--- src/common/fetch_pkg.sv ---
package fetch_pkg;

    // ======================================================================
    // datapath
    // ======================================================================
    localparam int xlen = 32;
    localparam logic [xlen-1:0] reset_pc = 32'h0000_0000;  // first fetch address

    // ======================================================================
    // branch target buffer
    // ======================================================================
    localparam int btb_entries = 32;
    localparam int btb_index_lsb = 2;
    localparam int btb_index_msb = 6;
    localparam int btb_idx_w = btb_index_msb - btb_index_lsb + 1;
    localparam logic [xlen-1:0] btb_empty_tag = 32'h0000_0001;  // odd, never an aligned pc

    // redirected fetches carry this in is[1:0]
    localparam logic [1:0] redirect_mark = 2'd2;

    // ======================================================================
    // instruction memory
    // ======================================================================
    localparam int imem_words = 256;
    localparam int imem_aw = $clog2(imem_words);
    localparam int boot_limit = 64;  // byte address, uncached below
    localparam int boot_words = boot_limit / 4;
    localparam int boot_aw = $clog2(boot_words);
    localparam int imem_latency = 3;  // rd_start to data valid
    localparam int lat_cnt_w = $clog2(imem_latency + 1);

    // word w = w * imem_step ^ imem_seed, boot byte w = boot_byte_base + w
    localparam logic [xlen-1:0] imem_seed = 32'hA500_0003;
    localparam logic [xlen-1:0] imem_step = 32'h0101_0101;
    localparam logic [7:0] boot_byte_base = 8'h40;

endpackage

--- src/fetch/btb.sv ---
module btb (
    input  logic                        clk,
    input  logic                        rst,
    input  logic                        wr,
    input  logic [fetch_pkg::xlen-1:0]  wr_tag,
    input  logic [fetch_pkg::xlen-1:0]  wr_target,
    input  logic [fetch_pkg::xlen-1:0]  rd_pc,
    output logic [fetch_pkg::xlen-1:0]  rd_tag,
    output logic [fetch_pkg::xlen-1:0]  rd_target
);
    import fetch_pkg::*;

    logic [xlen-1:0]      tag_mem [btb_entries];
    logic [xlen-1:0]      tgt_mem [btb_entries];
    logic [btb_idx_w-1:0] wr_idx;
    logic [btb_idx_w-1:0] rd_idx;

    assign wr_idx = wr_tag[btb_index_msb:btb_index_lsb];
    assign rd_idx = rd_pc[btb_index_msb:btb_index_lsb];

    // reset fill makes every entry a guaranteed miss
    always_ff @(posedge clk) begin
        if (rst) begin
            for (int i = 0; i < btb_entries; i++) begin
                tag_mem[i] <= btb_empty_tag;
                tgt_mem[i] <= '0;
            end
        end else if (wr) begin
            tag_mem[wr_idx] <= wr_tag;  // full branch address as tag
            tgt_mem[wr_idx] <= wr_target;
        end
    end

    // registered lookup
    always_ff @(posedge clk) begin
        if (rst) begin
            rd_tag    <= btb_empty_tag;
            rd_target <= '0;
        end else begin
            rd_tag    <= tag_mem[rd_idx];
            rd_target <= tgt_mem[rd_idx];
        end
    end

endmodule

--- config.mk ---
export PLATFORM = sky130hd
export DESIGN_NAME = btb
export DESIGN_NICKNAME = d
export VERILOG_FILES = /design/src/common/fetch_pkg.sv /design/src/fetch/btb.sv
export SDC_FILE = /design/constraint.sdc
export NUM_CORES = 2
export LEC_CHECK = 0
export ABC_AREA = 1
export ABC_CLOCK_PERIOD_IN_PS = 6200
export BUFFER_PORTS_ARGS = -buffer_cell sky130_fd_sc_hd__buf_2
export CAP_MARGIN = 5
export CORE_UTILIZATION = 50
export DETAILED_ROUTE_END_ITERATION = 10
export GPL_TIMING_DRIVEN = 0
export PLACE_DENSITY = 0.66
export RECOVER_POWER = 100
export SLEW_MARGIN = 0
export SYNTH_ARGS = -nofsm -noshare
export SYNTH_HDL_FRONTEND = slang
export SYNTH_SLANG_ARGS = --single-unit
--- constraint.sdc ---
create_clock -name clk -period 6.2 [get_ports clk]
set_input_delay 1.24 -clock clk [delete_from_list [all_inputs] [get_ports clk]]
set_output_delay 1.24 -clock clk [all_outputs]
set_load 0.02 [all_outputs]
* Word-level counts from Yosys, hierarchy flattened
Memory sizes are Yosys's and may differ from the RTL's. A register that Yosys moved wholly into a read port is not among the register bits.
Index checks and enable logic that the tools add are counted.
** Word-level totals
- Register bits :: 0
- Bits in writable memories :: 2048
- Bits of input ports :: 99
- Output and inout bits :: 64
- Memories kept :: 2
** Cells by class
- Mux-type cells :: 11
- Reduce and logical (&&, ||, !) cells :: 2
** Memories
- tag_mem :: depth 32, width 32, read ports 1, clocked after Yosys merged registers in 1, write ports 32, RTL line btb.sv:13 : logic [xlen-1:0] tag_mem [btb_entries];
- tgt_mem :: depth 32, width 32, read ports 1, clocked after Yosys merged registers in 1, write ports 32, RTL line btb.sv:14 : logic [xlen-1:0] tgt_mem [btb_entries];
** Operator list (number)
- 32-bit 2-to-1 mux :: 2
- 32-bit OR reduction :: 2
- 5-bit 2-to-1 mux :: 2
- 1-bit 2-to-1 mux :: 7

* Depth between registers and ports, before layout
- Depth after elaboration :: 5
- Gate-level depth with buffers :: 13
- Depth with buffers taken out :: 9

* Least setup slack after synthesis
No wires, ideal clock.
- Path type :: in2reg
- Start :: in rst
- End :: mem tag_mem[0][0] (enable)
- Library setup time :: 424 ps
- Arrival time :: 3621 ps
- Required time :: 5776 ps
- Path slack :: 2155 ps
- Stages on the path :: 10
- Path buffers :: 3
- Path through :: inv_2 -> nand2_2 -> nor3_2 -> inv_2 -> buf_6 -> nor2_2 -> inv_2 -> buf_2 -> buf_6 -> nand2_1
** RTL lines
- start, declared :: RTL line btb.sv:3 : input logic rst,
- end, declared :: RTL line btb.sv:13

==> impl_metrics.ini <==
[layout]
ff_latch_area_mm2 = 0.0628
layout.nets = 10000
final_cells = 12700
final_area_mm2 = 0.105
multi_input_area_mm2 = 0.0267
layout-area-overhead-vs-synth_pct = 12.6
fillCellCount = 16300
layout-drive-gt1-share_pct = 7.68

[run]
drv.max_cap_violation_count = 11

[floorplan]
dieArea_mm2 = 0.189
floorplan.rows = 158
die_y_um = 434
initial_core_util_pct = 50.4
i_o_pin_count = 163
core_region_area_mm2 = 0.186
chipWidth_um = 434

[synth]
postSynthRegisterBits = 2112
edff_count_synth = 2048
synth_ff_type = edfxtp_1
synth.cells.most_frequent = nand2_1, edfxtp_1, nor2_1
netlist-cell-type-count = 24
asyncSetResetFlopFracSynth_pct = 0
netlist_area_pre_place_mm2 = 0.0935
postSynthAreaPerCell_um2 = 9.86
yosysWarningCount = 0
ys_seq_area_share_pct = 67.1
yosysTopAreaCellShare_pct = 65.8
synth.top_cells.by_area = edfxtp_1, nand2_1, nand3_1, nor2_1, buf_2
postSynthCellCount = 9481
yosys.area.top_type = edfxtp_1
synth.most_common_cell = nand2_1

[setup_path]
critical_path_peak_fanout = 48
timing.critical_path.mode_cell = clkbuf_1
r2r_cells = 8
rr_endpoint = rd_tag[8]$_SDFF_PP0_
cp_slowest_cell = clkbuf_1
worstSetupPathType = primary input to register
critPathLaunchType = primary input
reg2reg_slack_ns = 3.72
worst_setup_path_end_kind = register
required_ns = 6.80
cp_cell_instances = buf_2 -> inv_1 -> nand2_1 -> nor3_1 -> clkinv_1 -> clkbuf_1 -> nor2_1 -> inv_1 -> clkbuf_1 -> clkbuf_1 -> nand2_4 -> buf_16
critical_path.max_stage_delay_ns = 0.88
cpLargestDelayFamily = buffers and inverters
cp.buffers_inverters = 8
rr_startpoint = tag_mem[15][8]$_SDFFCE_PN0P_
timing.critical_path.arrival_ns = 6.24

[hold_path]
hold_path_endpoint = tag_mem[3][20]$_SDFFCE_PN0P_
holdPathStages = 3
hold_start = wr_tag[20]
hold_wc_path_type = primary input to register

[clocking]
ctsLongestPathBuffers = 3
cts_tree = done
cts_hold_repair.buffers = 0
postCtsResizedCells = 0
clock_latency_ns = 0.93
cts.sink_count = 2112
root_buffer = clkbuf_16
cts.clk_slew.worst_paths_ns = 0.06
cts_max_level = 4
buffers_inserted_during_post_cts_setup_optimization = 0
cts_inserted_buffers = 217

[placement]
placed_area_mm2 = 0.0988
hpwl_um = 279000
place_inst = 12200
finalWeightedCongestion = 1.03
port_buffers = 130

[global_route]
pin_count_of_the_biggest_net_entering_global_routing = 49
vias_in_the_first_global_route = 72600
globalRoute.totalOverflow = 0
antenna_found_initial = 39
global_route_wire_length_before_repair_um = 562000
grtUsageTotal_pct = 43.9

[detailed_routing]
dr_drc_count = 0
wire_length_reported_by_the_detailed_router_um = 420000
drt_iter0_markers = 15200
drt-vias-per-instance = 6.30
drt_pass1_iterations = 8
num_vias = 79700
detail_route.wl_per_cell_um = 33.2
ant_nets = 0

[power]
total_power_mw = 33.2
irDropWorstVdd_v = 0.000305
power_leakage_nw = 41.4
power_density_mw_per_mm2 = 315

[timing]
final-hold-violation-count = 0
timing_worst_slew_pin_value_ns = 2.05
slew_violations = 140
min_period_over_period_pct = 91.0
hold_ws_ns = 0.687
finalWorstPathRequiredPeriod_ns = 5.64
max_freq_mhz = 177
report.final.setup_viol = 0
setup-tns-final_ns = 0
rsz0062_at_grt = false
worst_clock_skew_ns = 0.0404
slew_headroom_pct = -36.8

[outcome]
violations = capacitance limit, slew limit
outcome = finished, violations left
stage by stage:
stage	util (%)	worst slack [ns]
final	56.7	0.557
after global routing	56.7	0.958
after CTS	56.9	2.09
after detailed placement	53.2	1.17
after global placement	52.6	-0.974
after floorplan	-	2.16
worst min-delay path, stage by stage:
cell and delay [ns]:
buf_2 0.08, inv_1 0.08, nor2_1 0.10
metal layers:
metal  share of wire, %  wire length, um  vias to the layer above  global-route usage (%)
met5              0.065              273                        -                  0.0256
met4                9.0            37900                       38                    32.6
met3                 18            74400                     1831                    20.5
met2                 41           173000                     7627                    62.2
met1                 32           135000                    37800                    52.1
li1                   -                -                    32400                       -
worst max-delay path by stage:
stage	startpoint	endpoint	slack [ns]	cells past startpoint
3_3_place_gp	wr_tag[5]	tgt_mem[5][15]$_SDFFCE_PN0P_	-0.97	8
3_5_place_dp	rd_pc[5]	rd_tag[8]$_SDFF_PP0_	1.17	7
4_1_cts	rd_pc[5]	rd_tag[8]$_SDFF_PP0_	2.09	7
6_report	rst	tgt_mem[29][15]$_SDFFCE_PN0P_	0.56	12
2_1_floorplan	rst	tag_mem[0][0]$_SDFFCE_PN1P_	2.16	10
5_1_grt	rst	tag_mem[27][16]$_SDFFCE_PN0P_	0.96	11
cell usage in the layout (no fill, tap or decap), types with 2 or more instances in the layout:
cell           n
buf_1         46
clkbuf_2       6
clkinvlp_4     6
nor2_1      2079
buf_16        27
clkbuf_16    220
clkbuf_8      12
buf_12         7
clkinv_8       6
inv_4          2
inv_6          3
clkinv_1      45
diode_2       38
nand2_4       30
inv_2          9
dfxtp_1       64
clkinv_16      5
inv_16         2
bufinv_16     11
nor3_2         2
o21ai_0        9
clkbuf_1     581
a21oi_1       10
edfxtp_1    2048
nand3_1     1592
nand2_1     2683
buf_4         16
inv_1        111
buf_2        347
buf_6         23
buf_8          6
nor3_1         8
nand2_2        2
clkinv_2      35
conb_1        80
state kept, by name, indices dropped and copies added, names as in the netlist:
signal     flops
tag_mem     1024
rd_tag        32
tgt_mem     1024
rd_target     32
final cells by class:
type / count / area share [%]
antenna: 38 / 0.0903
clock inverter: 113 / 0.989
clock buffer: 294 / 5.61
sequential: 2112 / 59.6
tap: 2480 / 2.95
multi-input combinational: 6497 / 25.3
buffer: 828 / 3.51
timing repair buffer: 170 / 1.47
inverter: 123 / 0.441
cells by family (layout without fill, tap and decap cells):
logic type / count (synthesis) / in the layout / share of synthesized area [%]
simple gates: 6396 / 6396 / 28.1
other cells: 1 / 118 / 0.00401
flops: 2112 / 2112 / 67.1
buf+inv: 951 / 1528 / 4.66
compound gates: 21 / 21 / 0.115
report_power, final:
group / switching (mW) / internal, mW
sequential: 0.224 / 16.4
combinational: 2.77 / 0.697
clock: 5.93 / 7.16
(Power assumes the default switching activity.)
