File: config.mk
export PLATFORM = sky130hd
export DESIGN_NAME = fetch_stage
export DESIGN_NICKNAME = d
export VERILOG_FILES = /design/src/common/fetch_pkg.sv /design/src/fetch/fetch_stage.sv
export SDC_FILE = /design/constraint.sdc
export NUM_CORES = 1
export LEC_CHECK = 0
export ABC_CLOCK_PERIOD_IN_PS = 8100
export BUFFER_PORTS_ARGS = -buffer_cell sky130_fd_sc_hd__buf_2
export CAP_MARGIN = 0
export CELL_PAD_IN_SITES_DETAIL_PLACEMENT = 1
export CELL_PAD_IN_SITES_GLOBAL_PLACEMENT = 1
export CORE_ASPECT_RATIO = 2
export CORE_MARGIN = 5
export CORE_UTILIZATION = 40
export CTS_CLUSTER_SIZE = 40
export DETAILED_ROUTE_END_ITERATION = 6
export MAX_ROUTING_LAYER = met4
export PLACE_DENSITY = 0.95
export SETUP_SLACK_MARGIN = 0.5
export SLEW_MARGIN = 10
export SYNTH_ARGS = -nofsm -noshare
export SYNTH_HDL_FRONTEND = slang
export SYNTH_SLANG_ARGS = --single-unit
File: constraint.sdc
create_clock -name clk -period 8.1 [get_ports clk]
set_input_delay 0.81 -clock clk [delete_from_list [all_inputs] [get_ports clk]]
set_output_delay 0.81 -clock clk [all_outputs]
set_load 0.005 [all_outputs]
File: src/common/fetch_pkg.sv
package fetch_pkg;

    // ======================================================================
    // datapath
    // ======================================================================
    localparam int xlen = 32;
    localparam logic [xlen-1:0] reset_pc = 32'h0000_0000;  // first fetch address

    // ======================================================================
    // branch target buffer
    // ======================================================================
    localparam int btb_entries = 32;
    localparam int btb_index_lsb = 2;
    localparam int btb_index_msb = 6;
    localparam int btb_idx_w = btb_index_msb - btb_index_lsb + 1;
    localparam logic [xlen-1:0] btb_empty_tag = 32'h0000_0001;  // odd, never an aligned pc

    // redirected fetches carry this in is[1:0]
    localparam logic [1:0] redirect_mark = 2'd2;

    // ======================================================================
    // instruction memory
    // ======================================================================
    localparam int imem_words = 256;
    localparam int imem_aw = $clog2(imem_words);
    localparam int boot_limit = 64;  // byte address, uncached below
    localparam int boot_words = boot_limit / 4;
    localparam int boot_aw = $clog2(boot_words);
    localparam int imem_latency = 3;  // rd_start to data valid
    localparam int lat_cnt_w = $clog2(imem_latency + 1);

    // word w = w * imem_step ^ imem_seed, boot byte w = boot_byte_base + w
    localparam logic [xlen-1:0] imem_seed = 32'hA500_0003;
    localparam logic [xlen-1:0] imem_step = 32'h0101_0101;
    localparam logic [7:0] boot_byte_base = 8'h40;

endpackage

File: src/fetch/fetch_stage.sv
module fetch_stage (
    input  logic                        clk,
    input  logic                        rst,
    input  logic [1:0]                  ok,
    input  logic [fetch_pkg::xlen-1:0]  dt,
    input  logic [7:0]                  rom_rn,
    input  logic                        cache_hit,
    input  logic                        ex_if_pce,
    input  logic [fetch_pkg::xlen-1:0]  ex_if_pc,
    input  logic [fetch_pkg::xlen-1:0]  bp_tag,
    input  logic [fetch_pkg::xlen-1:0]  bp_target,
    output logic [fetch_pkg::xlen-1:0]  pc,
    output logic [fetch_pkg::xlen-1:0]  is,
    output logic [fetch_pkg::xlen-1:0]  cpc,
    output logic                        if_e
);
    import fetch_pkg::*;

    logic            redir_pend;  // redirect waiting for the next if_e
    logic [xlen-1:0] redir_pc;
    logic            used;
    logic [1:0]      ok_q;
    logic [xlen-1:0] pc_q;
    logic [xlen-1:0] is_q;
    logic [xlen-1:0] cpc_q;
    logic [xlen-1:0] pc4_q;
    logic [xlen-1:0] inst_raw;

    // boot region gets its top byte from the byte table
    assign inst_raw = cache_hit ? dt : {rom_rn, dt[23:0]};

    // ======================================================================
    // pending redirect
    // ======================================================================
    always_ff @(posedge clk) begin
        if (rst) begin
            redir_pend <= 1'b0;
        end else if (ex_if_pce) begin
            redir_pend <= 1'b1;
        end else if (used) begin
            redir_pend <= 1'b0;
        end
    end

    always_ff @(posedge clk) begin
        if (ex_if_pce) begin
            redir_pc <= ex_if_pc;
        end
    end

    // ======================================================================
    // held outputs
    // ======================================================================
    always_ff @(posedge clk) begin
        if (rst) begin
            ok_q  <= 2'd0;
            pc_q  <= reset_pc;
            is_q  <= '0;
            cpc_q <= '0;
        end else begin
            ok_q  <= ok;
            pc_q  <= pc;
            is_q  <= is;
            cpc_q <= cpc;
        end
    end

    // pc is stable for several cycles before each if_e
    always_ff @(posedge clk) begin
        pc4_q <= pc + xlen'(4);
    end

    always_comb begin
        if_e = 1'b0;
        used = 1'b0;
        pc   = pc_q;
        is   = is_q;
        cpc  = cpc_q;
        if (ok != ok_q) begin  // new response from memory
            if_e = 1'b1;
            cpc  = pc_q;
            if (redir_pend) begin
                pc   = redir_pc;
                is   = {inst_raw[xlen-1:2], redirect_mark};
                used = 1'b1;
            end else begin
                is = inst_raw;
                if (bp_tag == pc_q) begin  // btb hit on this address
                    pc = bp_target;
                end else begin
                    pc = pc4_q;
                end
            end
        end
    end

endmodule

# Word-level counts from Yosys, hierarchy flattened
# Cells that the tools add are included.
# totals
ff_bits,163
inputBits,142
out_inout_bits,97
elab_cells,23
# classes
addsub,1
eq_ne,2
muxes,12
n_reduce_logical,1
# op_table
op,count
two-way mux 32 bit,6
adder 32 x 3 -> 32 bit (second input constant),1
== test 32 bit,1
two-way mux 1 bit,5
two-way mux 2 bit,1
!= test 2 bit,1
nonzero test 2 bit,1

# Logic depth before layout (Yosys ltp)
# logic_depth
ltp_word,5
ltp_mapped,15
ltp_nobuf,12

# Least setup slack after synthesis
# OpenSTA, ideal clock, no wires.
# synth_path
kind,input-to-output
start,input port ok[0]
end,output port is[15] in the netlist's numbering
t_arrival_ns,2.702
required_time_ns,7.290
setup_slack_ns,4.588
path_stages,9
n_path_buf,5
cell_sequence,xor2_2 -> nor2_2 -> clkbuf_1 -> clkbuf_1 -> clkbuf_1 -> clkbuf_1 -> buf_1 -> nand2_1 -> nand2_1
# synth_between
elab_chain_cells,2
# synth_rtl
element,line_no,rtl
"start, declared",fetch_stage.sv:4,"input logic [1:0] ok,"
!= test 2 bit,fetch_stage.sv:79,if (ok != ok_q) begin
two-way mux 32 bit,fetch_stage.sv:79,
"end, declared",fetch_stage.sv:13,"output logic [fetch_pkg::xlen-1:0] is,"
# No other way between the ends.

# Worst setup path after layout
# layout_path
start,input port bp_tag[24] in the netlist's numbering
end,output port pc[30] in the netlist's numbering
# layout_between
elab_chain_cells,4
# layout_rtl
element,line_no,rtl
"start, declared",fetch_stage.sv:10,"input logic [fetch_pkg::xlen-1:0] bp_tag,"
== test 32 bit,fetch_stage.sv:88,if (bp_tag == pc_q) begin
two-way mux 32 bit,fetch_stage.sv:88,
two-way mux 32 bit,fetch_stage.sv:82,if (redir_pend) begin
two-way mux 32 bit,fetch_stage.sv:79,
"end, declared",fetch_stage.sv:12,"output logic [fetch_pkg::xlen-1:0] pc,"
# No other way between the ends.

==> out/summary.json <==
{
  "synth_area_leaders": "sky130_fd_sc_hd__dfxtp_1, sky130_fd_sc_hd__edfxtp_1, sky130_fd_sc_hd__nand2_1",
  "cp_slowest_cell": "sky130_fd_sc_hd__nor2_1",
  "layout.cell_area.non_filler_mm2": 0.009387,
  "finClkSkew_ns": 0.01331,
  "final_core_util_pct": 50.32,
  "rsz_0062_raised_after_global_routing": "no",
  "dpl_hpwl_um": 21020,
  "detail_route.drc_violations": 0,
  "netlist_area_mm2": 0.007510,
  "irDropWorstVdd_v": 0.0001546,
  "cts_post_setup_buffers_inserted": 0,
  "achievable_frequency_mhz": 186.2,
  "worstSkewPairLatency_ns": 0.44,
  "synth_cell_types": 62,
  "via_count_of_the_first_global_routing_pass": 7765,
  "cts.reportedPaths.clkPinSlew_ns": 0.06,
  "clock_path_buffers": 2,
  "critical_path.startpoint_type": "input port",
  "floorplan.initialDensity_pct": 40.25,
  "initial_drt_pass_iterations": 4,
  "worstMarginPinSlew_ns": 1.180,
  "io_pins": 239,
  "cts_htree_levels": 4,
  "crit_path_frequent_cell": "sky130_fd_sc_hd__buf_2",
  "placement.io_buffers": 238,
  "die_y_um": 203.8,
  "grt-ovfl-total": 0,
  "total_power_mw": 2.433,
  "status": "finished clean",
  "crit_path_max_fanout": 17,
  "synth.ff_latch_count": 163,
  "r2r_cells": 12,
  "drv_slew": 0,
  "postPlaceCellArea_mm2": 0.008770,
  "cts_resized": 0,
  "via_per_instance_ratio": 5.520,
  "crit_path_end_kind": "primary output",
  "cp.required_ns": 7.29,
  "drtIter0Drc": 452,
  "synth_sequential_area_ratio_pct": 47.72,
  "yosys.area.top_type": "sky130_fd_sc_hd__dfxtp_1",
  "placedCellCount": 1279,
  "leakage_nw": 4.387,
  "max_slew_margin_pct": 21.06,
  "synth.most_common_cell": "sky130_fd_sc_hd__nand2_1",
  "mean_cell_area_of_the_mapped_netlist_um2": 8.632,
  "hold_viol": 0,
  "synth_cells": 870,
  "cts-buffers-inserted": 17,
  "std_cell_rows": 71,
  "worstSetupEndpoint": "pc[30]",
  "power.density_mw_per_mm2": 259.2,
  "cell_by_cell_trace_of_the_critical_path": "buf_2 > xor2_1 > nor4_1 > nand4_1 > nor2_1 > mux2i_1 > a21oi_1 > buf_2",
  "stdcell_count": 1316,
  "floorplan.core_area_mm2": 0.01866,
  "die_area_mm2": 0.02178,
  "clock-sinks": 163,
  "cts_tree": "yes",
  "synth_warnings": 0,
  "drt.antenna.violating_nets": 0,
  "num_vias": 7264,
  "detailedPlace.worstSlack_ns": 2.324,
  "synth_largest_type_area_fraction_pct": 34.92,
  "asyncSetResetFlopFracSynth_pct": 0,
  "synth_nets": 1013,
  "flow.area_growth_from_synthesis_pct": 24.99,
  "final_estimated_routing_congestion_in_global_placement": 0.8857,
  "grt_pass1_wl_um": 42360,
  "fin_ws_ns": 2.730,
  "grt_start_max_net_pins": 73,
  "crit_start": "bp_tag[24]",
  "hold_class": "flip-flop to flip-flop",
  "synth-edff-count": 32,
  "reg2reg_setup_slack_ns": 2.98,
  "worstReg2RegEnd": "pc4_q[28]$_DFF_P_",
  "regToRegStartpoint": "pc_q[24]$_SDFF_PP0_",
  "fin_nets": 1222,
  "fp.dieW_um": 106.9,
  "fillerInstances": 2320,
  "setup_tns_ns": 0,
  "grt_antenna_before_repair": 5,
  "finalCriticalPeriod_ns": 5.370,
  "worst_ep_arrival_time_ns": 4.56,
  "synth.cells.most_frequent": "sky130_fd_sc_hd__nand2_1, sky130_fd_sc_hd__dfxtp_1, sky130_fd_sc_hd__a21oi_1",
  "timing.max_cap.violations": 0,
  "cts.hold.buffers_added": 0,
  "grt_resource_usage_total_pct": 26.35,
  "route.final.wire_length_um": 28280,
  "hold_ws_ns": 0.4613,
  "setup_viol_count_final": 0,
  "ys.flop_type": "sky130_fd_sc_hd__dfxtp_1",
  "wire_length_per_cell_um": 21.49,
  "timing.setup.critical_path_class": "input port to primary output",
  "cts_root_buffer_type": "sky130_fd_sc_hd__clkbuf_16",
  "post-route-period-util_pct": 66.29,
  "final_layout_size_suffix_gt1_share_pct": 27.56,
  "critPathMaxStageDelay_ns": 1.15
}
==> per-layer routing <==
layer  track usage [%]  routed length (um)  up-vias
met5                 -                   0        -
met4             17.33                1979        0
met3             5.417                1349      112
met2             47.27               15070      290
met1             24.94                9879     3490
li1                  -                   -     3372
==> placed cells by master, fill, tap and decap left out, drive strengths merged, types with 5 or more instances in the layout <==
cell and count:
or3 9, nor3 14, nor4 10, mux2i 16, a21oi 68, inv 22, nor2b 33, diode 5
clkbuf 22, a31oi 18, nand4 11, nor2 36, nand2 238, xnor2 21, buf 243, nand3 21
and2 6, dfxtp 131, o211ai 9, xor2 40, o21ai 43, edfxtp 32
==> critical path, delay by kind of cell <==
family / cells / cell delay (ns)
compound gates: 1 / 0.46
xor+xnor: 1 / 0.15
buf+inv: 2 / 0.32
mux: 1 / 0.20
simple gates: 3 / 2.60
==> flip-flops by register name (all words and copies together) (netlist names) <==
register and cells:
redir_pc 32, is_q 32, pc4_q 32, redir_pend 1
pc_q 32, ok_q 2, cpc_q 32
==> area by class of cell <==
class                   instances  area, um^2  area share (%)
clock inverters                10       150.1           1.600
clock buffers                  22       454.2           4.839
well taps                     219       274.0           2.919
flip-flops and latches        163        3583           38.18
diodes                          5       12.51          0.1333
multi-input cells             634        3605           38.40
inverters                      20       76.32          0.8131
repair buffers                243        1231           13.12
==> power breakdown <==
part           internal, mW  switching [mW]
sequential            0.939          0.0693
combinational         0.225           0.354
clock                 0.498           0.348
total                  1.66           0.771
==> cells by family (layout without fill, tap and decap cells) <==
family          count (synthesis)  in the layout  share of synthesized area [%]
other cells                     0              5                              0
fa+ha+maj                       1              1                         0.1666
mux                            19             19                          2.582
simple gates                  389            389                          24.24
flops                         163            163                          47.72
xor+xnor                       61             61                          7.314
compound gates                164            164                          13.63
buf+inv                        73            295                          4.349
==> how the worst min path moves through the flow <==
stage,startpoint,to,slack [ns],depth (start not counted)
after global routing,cpc_q[14]$_SDFF_PP0_,cpc_q[14]$_SDFF_PP0_,0.48,2
after global placement,cpc_q[30]$_SDFF_PP0_,cpc_q[30]$_SDFF_PP0_,0.45,2
after CTS,cpc_q[5]$_SDFF_PP0_,cpc_q[5]$_SDFF_PP0_,0.46,2
final,is_q[23]$_SDFF_PP0_,is_q[23]$_SDFF_PP0_,0.46,2
after floorplan,is_q[10]$_SDFF_PP0_,is_q[10]$_SDFF_PP0_,0.44,2
after detailed placement,cpc_q[5]$_SDFF_PP0_,cpc_q[5]$_SDFF_PP0_,0.45,2
Note: power is estimated with default switching activity, not from simulation.
