**src/fetch/fetch_ctrl.sv**
```systemverilog
module fetch_ctrl (
    input  logic       clk,
    input  logic       rst,
    input  logic       stl,
    input  logic       done,
    output logic       rd_start,
    output logic [1:0] ok
);

    typedef enum logic [1:0] {
        st_start,  // first read after reset
        st_wait,   // read in flight
        st_next    // response seen, next read unless stalled
    } state_t;

    state_t     state;
    state_t     state_nxt;
    logic       issue;
    logic [1:0] ok_nxt;

    // ======================================================================
    // next state
    // ======================================================================
    always_comb begin
        state_nxt = state;
        issue     = 1'b0;
        case (state)
            st_start: begin
                if (!stl) begin
                    issue     = 1'b1;
                    state_nxt = st_wait;
                end
            end
            st_wait: begin
                if (done) begin
                    state_nxt = st_next;
                end
            end
            st_next: begin
                if (!stl) begin  // hold here for the whole stall
                    issue     = 1'b1;
                    state_nxt = st_wait;
                end
            end
            default: state_nxt = st_start;
        endcase
    end

    // token skips 0 so the stage never mistakes it for reset
    assign ok_nxt = (ok == 2'd3) ? 2'd1 : ok + 2'd1;

    // ======================================================================
    // registers
    // ======================================================================
    always_ff @(posedge clk) begin
        if (rst) begin
            state    <= st_start;
            rd_start <= 1'b0;
            ok       <= 2'd0;
        end else begin
            state    <= state_nxt;
            rd_start <= issue;  // one cycle pulse
            if (state == st_wait && done) begin
                ok <= ok_nxt;
            end
        end
    end

endmodule

```
**config.mk**
```make
export PLATFORM = sky130hd
export DESIGN_NAME = fetch_ctrl
export DESIGN_NICKNAME = d
export VERILOG_FILES = /design/src/fetch/fetch_ctrl.sv
export SDC_FILE = /design/constraint.sdc
export NUM_CORES = 1
export LEC_CHECK = 0
export ABC_AREA = 1
export ABC_CLOCK_PERIOD_IN_PS = 1300
export BUFFER_PORTS_ARGS = -buffer_cell sky130_fd_sc_hd__buf_2
export CORE_AREA = 3 3 40 42
export DETAILED_ROUTE_END_ITERATION = 10
export DIE_AREA = 0 0 43 45
export SETUP_SLACK_MARGIN = 0.15
export SYNTH_ARGS = -nofsm -noshare
export SYNTH_HDL_FRONTEND = slang
export SYNTH_SLANG_ARGS = --single-unit
```
**constraint.sdc**
```tcl
create_clock -name clk -period 1.3 [get_ports clk]
set_input_delay 0.065 -clock clk [delete_from_list [all_inputs] [get_ports clk]]
set_output_delay 0.065 -clock clk [all_outputs]
set_load 0.005 [all_outputs]
```
## Yosys cells after proc, flatten, opt, wreduce, memory -nomap -nowiden

Cells that the tools add are included.
W data, S select, Z words.

- Order comparisons: 0
- Bitwise operators: 1
- Multiplexer cells: 5
- $mul: 0
- $add $sub $neg: 1
- Equality and inequality tests: 5
- Shift-type cells: 0
- Reductions and logical operators: 5
- Div/mod/pow operators: 0

Operators with widths:

| operator | count |
|---|---|
| $mux W2 | 3 |
| $eq A2 B2 Y1 const B | 2 |
| $ne A2 B2 Y1 const B | 2 |
| $pmux W2 S2 | 1 |
| $reduce_or A2 Y1 | 2 |
| $add A2 B1 Y2 const B | 1 |
| $eq A2 B1 Y1 const B | 1 |
| $logic_not A2 Y1 | 1 |
| $reduce_and A2 Y1 | 1 |
| $logic_and A1 B1 Y1 | 1 |
| $mux W1 | 1 |
| $not A1 Y1 | 1 |

- Register bits: 5
- Memories: 0
- Bits of input ports: 4
- Memory bits (read-only): 0
- Bits in writable memories: 0
- Bits in latches: 0
- Word-level logic and storage cells: 20

## Logic depth before layout (Yosys ltp)

Gate-level depths: netlist (run 1).

- Word-level depth: 4
- Depth in mapped cells: 5
- Mapped depth without buffers: 5

## Worst setup path after synthesis (run 1)

Ideal clock, no wire load.

- Path type: reg2reg
- Start: register ok[1]
- End: register ok[1]
- Clock period less this slack: 911 ps
- Stages on the path, launching flop included: 6
- Arrival time: 801 ps
- Path buffers: 0
- Setup slack: 389 ps
- Data required time: 1,190 ps
- Path through: dfxtp_1 > inv_1 > ha_1 > nand4_1 > nand2_1 > nor2_1

- Word-level cells in the longest chain between the ends: 2

RTL lines:

| item | RTL line | source |
|---|---|---|
| from (decl) | 7 | `output logic [1:0] ok` |
| from (signal assigned) | 64 | `ok <= ok_nxt;` |
| $add A2 B1 Y2 or $eq A2 B2 Y1 (tied branches) | 50 | `assign ok_nxt = (ok == 2'd3) ? 2'd1 : ok + 2'd1;` |
| $mux W2 * | 50 |  |

Every way passes the cells marked *; elsewhere a longest branch is shown, timed or not.
A chain may end at the register's enable or synchronous reset.

## Worst setup path in the final report (run 1)

Ends and elaborated chain as after synthesis.

==> results by group, run 1 <==
Status
  – Status: finished, final reports clean

Placed design
  – Placed Area: 264 um^2
  – Port bufs: 6
  – Routability cong.: 0.738
  – Post-DP HPWL: 323 um

Setup path
  – Critical path class: reg2reg
  – Slowest CP cell: dfxtp_1
  – Worst EP arrival: 1.07 ns
  – Crit path cell chain: inv_1 > ha_1 > nand4_1 > nand2_1 > nor2_1
  – Setup crit start kind: flip-flop
  – Crit path max fanout: 2
  – WP buf/inv: 1
  – Worst Setup End Kind: flip-flop
  – Required time of the critical path: 1.44 ns
  – CP top delay family: flip-flops
  – Max stage delay on crit path: 0.32 ns

Timing
  – Final setup vio count: 0
  – Unrepaired setup endpoints after global routing: no
  – Worst Skew: 0.00138 ns
  – Setup TNS: 0 ns
  – Final slew viol count: 0
  – Least-Margin Pin Slew: 0.184 ns
  – Relative slew slack: 87.7%
  – Final period utilization: 71.2%
  – Fin crit period: 0.926 ns
  – Fmax: 1080 MHz
  – Endpoints failing hold: 0

Clock network
  – Setup Fix Bufs, Post-CTS: 0
  – Clock sinks: 5
  – H-tree Lvls: 1
  – Root Driver: clkbuf_4
  – CTS tree: built
  – Cts repair resizes: 0
  – Clk Latency, worst-skew pair: 0.24 ns
  – CTS clock-pin slew for the worst setup and hold paths: 0.04 ns
  – Hold_buf cts: 1
  – Num CTS Buffers: 3
  – Longest Clk Path Bufs: 2

Drt
  – Vias per cell: 3.85
  – DRT antenna net count: 0
  – WL final: 398 um
  – Routed WL per cell: 7.24 um
  – Vias after detailed routing: 212
  – DR iter-0 viols: 4
  – First-pass DRT Iterations: 2
  – DRC: 0

Layout
  – Area of the multi-input gates: 88.8 um^2
  – Register area: 100 um^2
  – Proportion of layout cells with a drive suffix above 1: 25.0%
  – Fill cells: 144
  – Final instance area: 300 um^2
  – Area growth from synthesis to layout: 39.5%
  – Final #Nets: 46
  – Antenna cells: 0

GRT
  – Global-route wire length before repair: 614 um
  – Vias in the first global route: 163
  – Initial antenna violation count: 0
  – Largest net degree at the start of global routing: 6
  – Total GRT Usage: 5.00%
  – Final global-route overflow total: 0

Logic synthesis
  – Mapped Area: 215 um^2
  – FF+latch count, synth: 5
  – Ys async rst share: 0%
  – Top_reg_cell synth: dfxtp_1
  – Post-synth EDFFs: 0
  – Area contributors post-synth: dfxtp_1 47%, inv_1 12%, nand2_1 8.7%
  – Synth Area per Inst: 7.42 um^2
  – Cells after Synth: 29
  – Leading area contributor after synthesis: dfxtp_1
  – Top-count cell post-synth: inv_1
  – YS warnings: 0
  – Sequential area share after synthesis: 46.5%
  – Most instantiated cells after synthesis: 7 x inv_1, 5 x dfxtp_1, 5 x nand2_1
  – Count of different cell masters after synthesis: 10
  – Post-Syn Nets: 34
  – Top-area cell type share of the netlist area: 46.5%

Pwr
  – Leak: 0.148 nW
  – Maximum vdd drop: 344 uV
  – PD cells: 1320 mW/mm^2

Die
  – Core Area: 0.00128 mm^2
  – Die area: 0.00194 mm^2
  – Initial core utilization: 16.7%
  – Ports: 7
  – Die width: 43 um
  – # rows: 13
  – Die Ht: 45 um

Worst hold path
  – Hold crit path type: in2reg

Run
  – MaxCap Viol Count: 0
[layout by cell type (no fill, tap or decap)]
| cell | count |
|---|---|
| nand3_1 | 2 |
| nand2_1 | 5 |
| clkbuf_4 | 3 |
| inv_1 | 7 |
| nand3_2 | 1 |
| ha_1 | 1 |
| clkbuf_1 | 1 |
| a21oi_1 | 1 |
| dlygate4sd3_1 | 1 |
| dfxtp_1 | 5 |
| nand4_1 | 2 |
| nor2_1 | 4 |
| o21ai_0 | 1 |
| buf_2 | 6 |
[path summary, 6_finish.rpt]
kind	from	endpoint	slack (ns)	depth (start not counted)
setup / recovery	ok[1]	ok[1]	0.37	5
hold / removal	stl	rd_start	0.002	2
setup reg to reg	ok[1]	ok[1]	0.37	5
hold reg to reg	state[1]	state[1]	0.48	2
[per-layer routing]
| metal | vias up | routed length [um] | GRT usage, % |
|---|---|---|---|
| met3 | 4 | 35 | 3.59 |
| li1 | 111 | - | - |
| met1 | 90 | 193 | 4.84 |
| met5 | - | 0 | 0 |
| met4 | 0 | 21 | 7.23 |
| met2 | 7 | 148 | 5.69 |
[metrics by stage]
step                      std cells  total power [mW]  utilization, %  hold slack [ns]  setup slack (ns)
after floorplan                  29             0.197               -            0.134             0.389
after global placement           50             0.215            20.5            0.257             0.380
after detailed placement         50             0.215            20.5            0.258             0.376
after CTS                        55             0.406            23.4         0.000644             0.360
after global routing             55             0.419            23.4           0.0163             0.318
final                            55             0.396            23.4          0.00238             0.374
[logic make-up (layout without fill, tap and decap cells)]
family / after synthesis / count (layout) / synth area share (%)
compound gates: 2 / 2 / 4.65
buf+inv: 7 / 18 / 12.2
simple gates: 14 / 14 / 30.8
flops: 5 / 5 / 46.5
fa+ha+maj: 1 / 1 / 5.81
[sequential cells by signal, summed over array words and instances (netlist names)]
signal / flops
ok: 2
state: 2
rd_start: 1
[cell type report]
type	count	area share, %
well taps	15	6.25
inverters	7	8.75
flip-flops and latches	5	33.3
clock buffers	4	8.75
repair buffers	7	13.3
multi-input cells	17	29.6
[power breakdown]
part	switching, mW	internal [mW]
Sequential	0.00703	0.164
Combinational	0.0225	0.0200
Clock	0.0664	0.116
No activity file was read; power rests on OpenSTA's default activity.
==> run 2, diff against run 1 <==
ABC_CLOCK_PERIOD_IN_PS = 880   (was 1300)
clock period = 0.88 ns   (was 1.3 ns; I/O delays follow)
==> run 2 against run 1 <==
Sequential share of layout area fell by 4.2 points; largest cell class is now multi-input gates; clock skew rose by 0.0062 ns; sequential power rose by 52%; clock power rose by 48%; wire length rose by 22%; core utilization rose by 5.4 points.
==> results by group, run 2 (synthesized netlist as in run 1, its figures left out) <==
Status
  – Status: finished, final reports clean

Setup path
  – Reg2reg path depth: 5 (unchanged)
  – Crit path max fanout: 2 (unchanged)
  – Required time of the critical path: 1.03 ns (-0.41 ns)
  – Crit path cell chain: inv_2 > ha_4 > nand4_1 > nand2_1 > nor2_1
  – Setup crit start kind: flip-flop
  – Crit path depth: 5 (unchanged)
  – Max stage delay on crit path: 0.32 ns (about the same)
  – Critical path class: reg2reg
  – Slowest CP cell: dfxtp_2
  – CP top delay family: flip-flops
  – WP buf/inv: 1 (unchanged)
  – Worst Setup End Kind: flip-flop
  – Worst EP arrival: 1.02 ns (-0.05 ns)

Die
  – Ports: 7 (unchanged)
  – Die width: 43 um (unchanged)
  – Die Ht: 45 um (unchanged)
  – Core Area: 0.00128 mm^2 (unchanged)
  – # rows: 13 (unchanged)
  – Die area: 0.00194 mm^2 (unchanged)
  – Initial core utilization: 16.7% (unchanged)

Drt
  – DRC: 0 (unchanged)
  – Routed WL per cell: 8.53 um (+18%)
  – First-pass DRT Iterations: 2 (unchanged)
  – DR iter-0 viols: 2 (-2)
  – Vias per cell: 3.89 (+1.0%)
  – DRT antenna net count: 0 (unchanged)
  – WL met1: 176 um (-8.8%)
  – Vias after detailed routing: 222 (+4.7%)
  – Top Layer Used: met4
  – WL final: 486 um (+22%)
  – DR WL met2: 239 um (+61%)
  – DR WL met3: 56 um (+60%)

Timing
  – Worst Skew: 0.00761 ns (+0.00623 ns)
  – Relative slew slack: 93.4% (+5.7 points)
  – Endpoints failing hold: 0 (unchanged)
  – Fmax: 1140 MHz (+5.6%)
  – Unrepaired setup endpoints after global routing: yes
  – Fin crit period: 0.877 ns (-0.0492 ns)
  – Final setup vio count: 0 (unchanged)
  – Final slew viol count: 0 (unchanged)
  – Hold Slack: 0.0788 ns (+0.0764 ns)
  – Final period utilization: 99.7% (+28 points)
  – Least-Margin Pin Slew: 0.0984 ns (-0.0854 ns)

Layout
  – Area of the multi-input gates: 118 um^2 (+32%)
  – Antenna cells: 0 (unchanged)
  – Proportion of layout cells with a drive suffix above 1: 50.0% (+25 points)
  – Area growth from synthesis to layout: 71.5%
  – Fin cells: 57 (+3.6%)
  – Biggest regs: ok x2, state x2, rd_start x1
  – Most frequent cells in the layout: 5 x nand2_1, 5 x buf_2, 4 x inv_1, 4 x nor2_1
  – Final #Nets: 48 (+4.3%)
  – Final instance area: 369 um^2 (+23%)
  – Final Util: 28.7% (+5.4 points)
  – Register area: 108 um^2 (+7.5%)
  – Fill cells: 150 (+4.2%)

Pwr
  – PD cells: 1680 mW/mm^2 (+28%)
  – Leak: 0.172 nW (+16%)
  – Power Total: 0.622 mW (+57%)
  – Maximum vdd drop: 677 uV (+97%)

Placed design
  – Routability cong.: 0.712 (-3.6%)
  – Post-DP HPWL: 361 um (+12%)
  – Placed Area: 285 um^2 (+8.1%)
  – Port bufs: 6 (unchanged)
  – Cells after DPL: 51 (+2.0%)

GRT
  – Vias in the first global route: 212 (+30%)
  – Largest net degree at the start of global routing: 6 (unchanged)
  – Final global-route overflow total: 0 (unchanged)
  – Total GRT Usage: 7.08% (+2.1 points)
  – Initial antenna violation count: 0 (unchanged)
  – Global-route wire length before repair: 890 um (+45%)

Clock network
  – Clock sinks: 5 (unchanged)
  – Clk Latency, worst-skew pair: 0.25 ns (about the same)
  – CTS clock-pin slew for the worst setup and hold paths: 0.05 ns (about the same)
  – Num CTS Buffers: 3 (unchanged)
  – Longest Clk Path Bufs: 2 (unchanged)
  – H-tree Lvls: 1 (unchanged)
  – CTS tree: built
  – Root Driver: clkbuf_4

Run
  – MaxCap Viol Count: 0 (unchanged)

Worst hold path
  – WHS Path Cells: 4 (+2)
  – Hold crit path type: in2reg
## run 2: cell types whose count changed in the layout (fill, tap and decap cells not counted), moves of 2 or more
cell     before  now
inv_2         0    2
dfxtp_1       5    1
buf_6         0    2
dfxtp_2       0    3
inv_1         7    4
## run 2: layout make-up
class | count | share of cell area (%)
clock buffer | 4 | 7.12
tap | 15 | 5.08
sequential | 5 | 29.2
inverter | 7 | 7.80
timing repair buffer | 9 | 19.0
multi-input combinational | 17 | 31.9
## run 2: worst paths after layout
| kind | startpoint | endpoint | slack (ns) |
|---|---|---|---|
| worst max-delay path | ok[1] | ok[1] | 0.003 |
| worst min-delay path | rst | state[0] | 0.08 |
| worst max register to register | ok[1] | ok[1] | 0.003 |
| worst min register to register | state[1] | state[1] | 0.48 |
## run 2: worst register-to-register path, stage by stage (launching register included)
cell and delay [ns]:
dfxtp_2 0.32, inv_2 0.05, ha_4 0.25, nand4_1 0.06, nand2_1 0.06, nor2_1 0.03
## run 2: layer usage
metal / global-route usage, % / vias to the layer above
li1: - / 117
met1: 6.51 / 97
met2: 9.28 / 6
met3: 5.98 / 2
met4: 7.23 / 0
met5: 0 / -
## run 2: through the flow
| stage | TNS [ns] | setup slack (ns) |
|---|---|---|
| detailed placement | -0.0284 | -0.0284 |
| floorplan | -0.0121 | -0.0121 |
| global route | -0.0775 | -0.0775 |
| finish | 0 | 0.00307 |
| CTS | -0.0232 | -0.0232 |
| global placement | -0.0183 | -0.0183 |
## run 2: what timing repair did
action                                  CTS  global route
buffers inserted                          0             0
hold buffers                              2             0
gates resized for setup                   4            10
hold endpoints to repair                  2             0
endpoints found under the setup margin    6             7
pin swaps                                 3             4
## run 2: report_power, final
group	switching [mW]	total, mW	internal (mW)
clock	0.0981	0.270	0.172
combinational	0.0437	0.0924	0.0487
sequential	0.0157	0.260	0.244
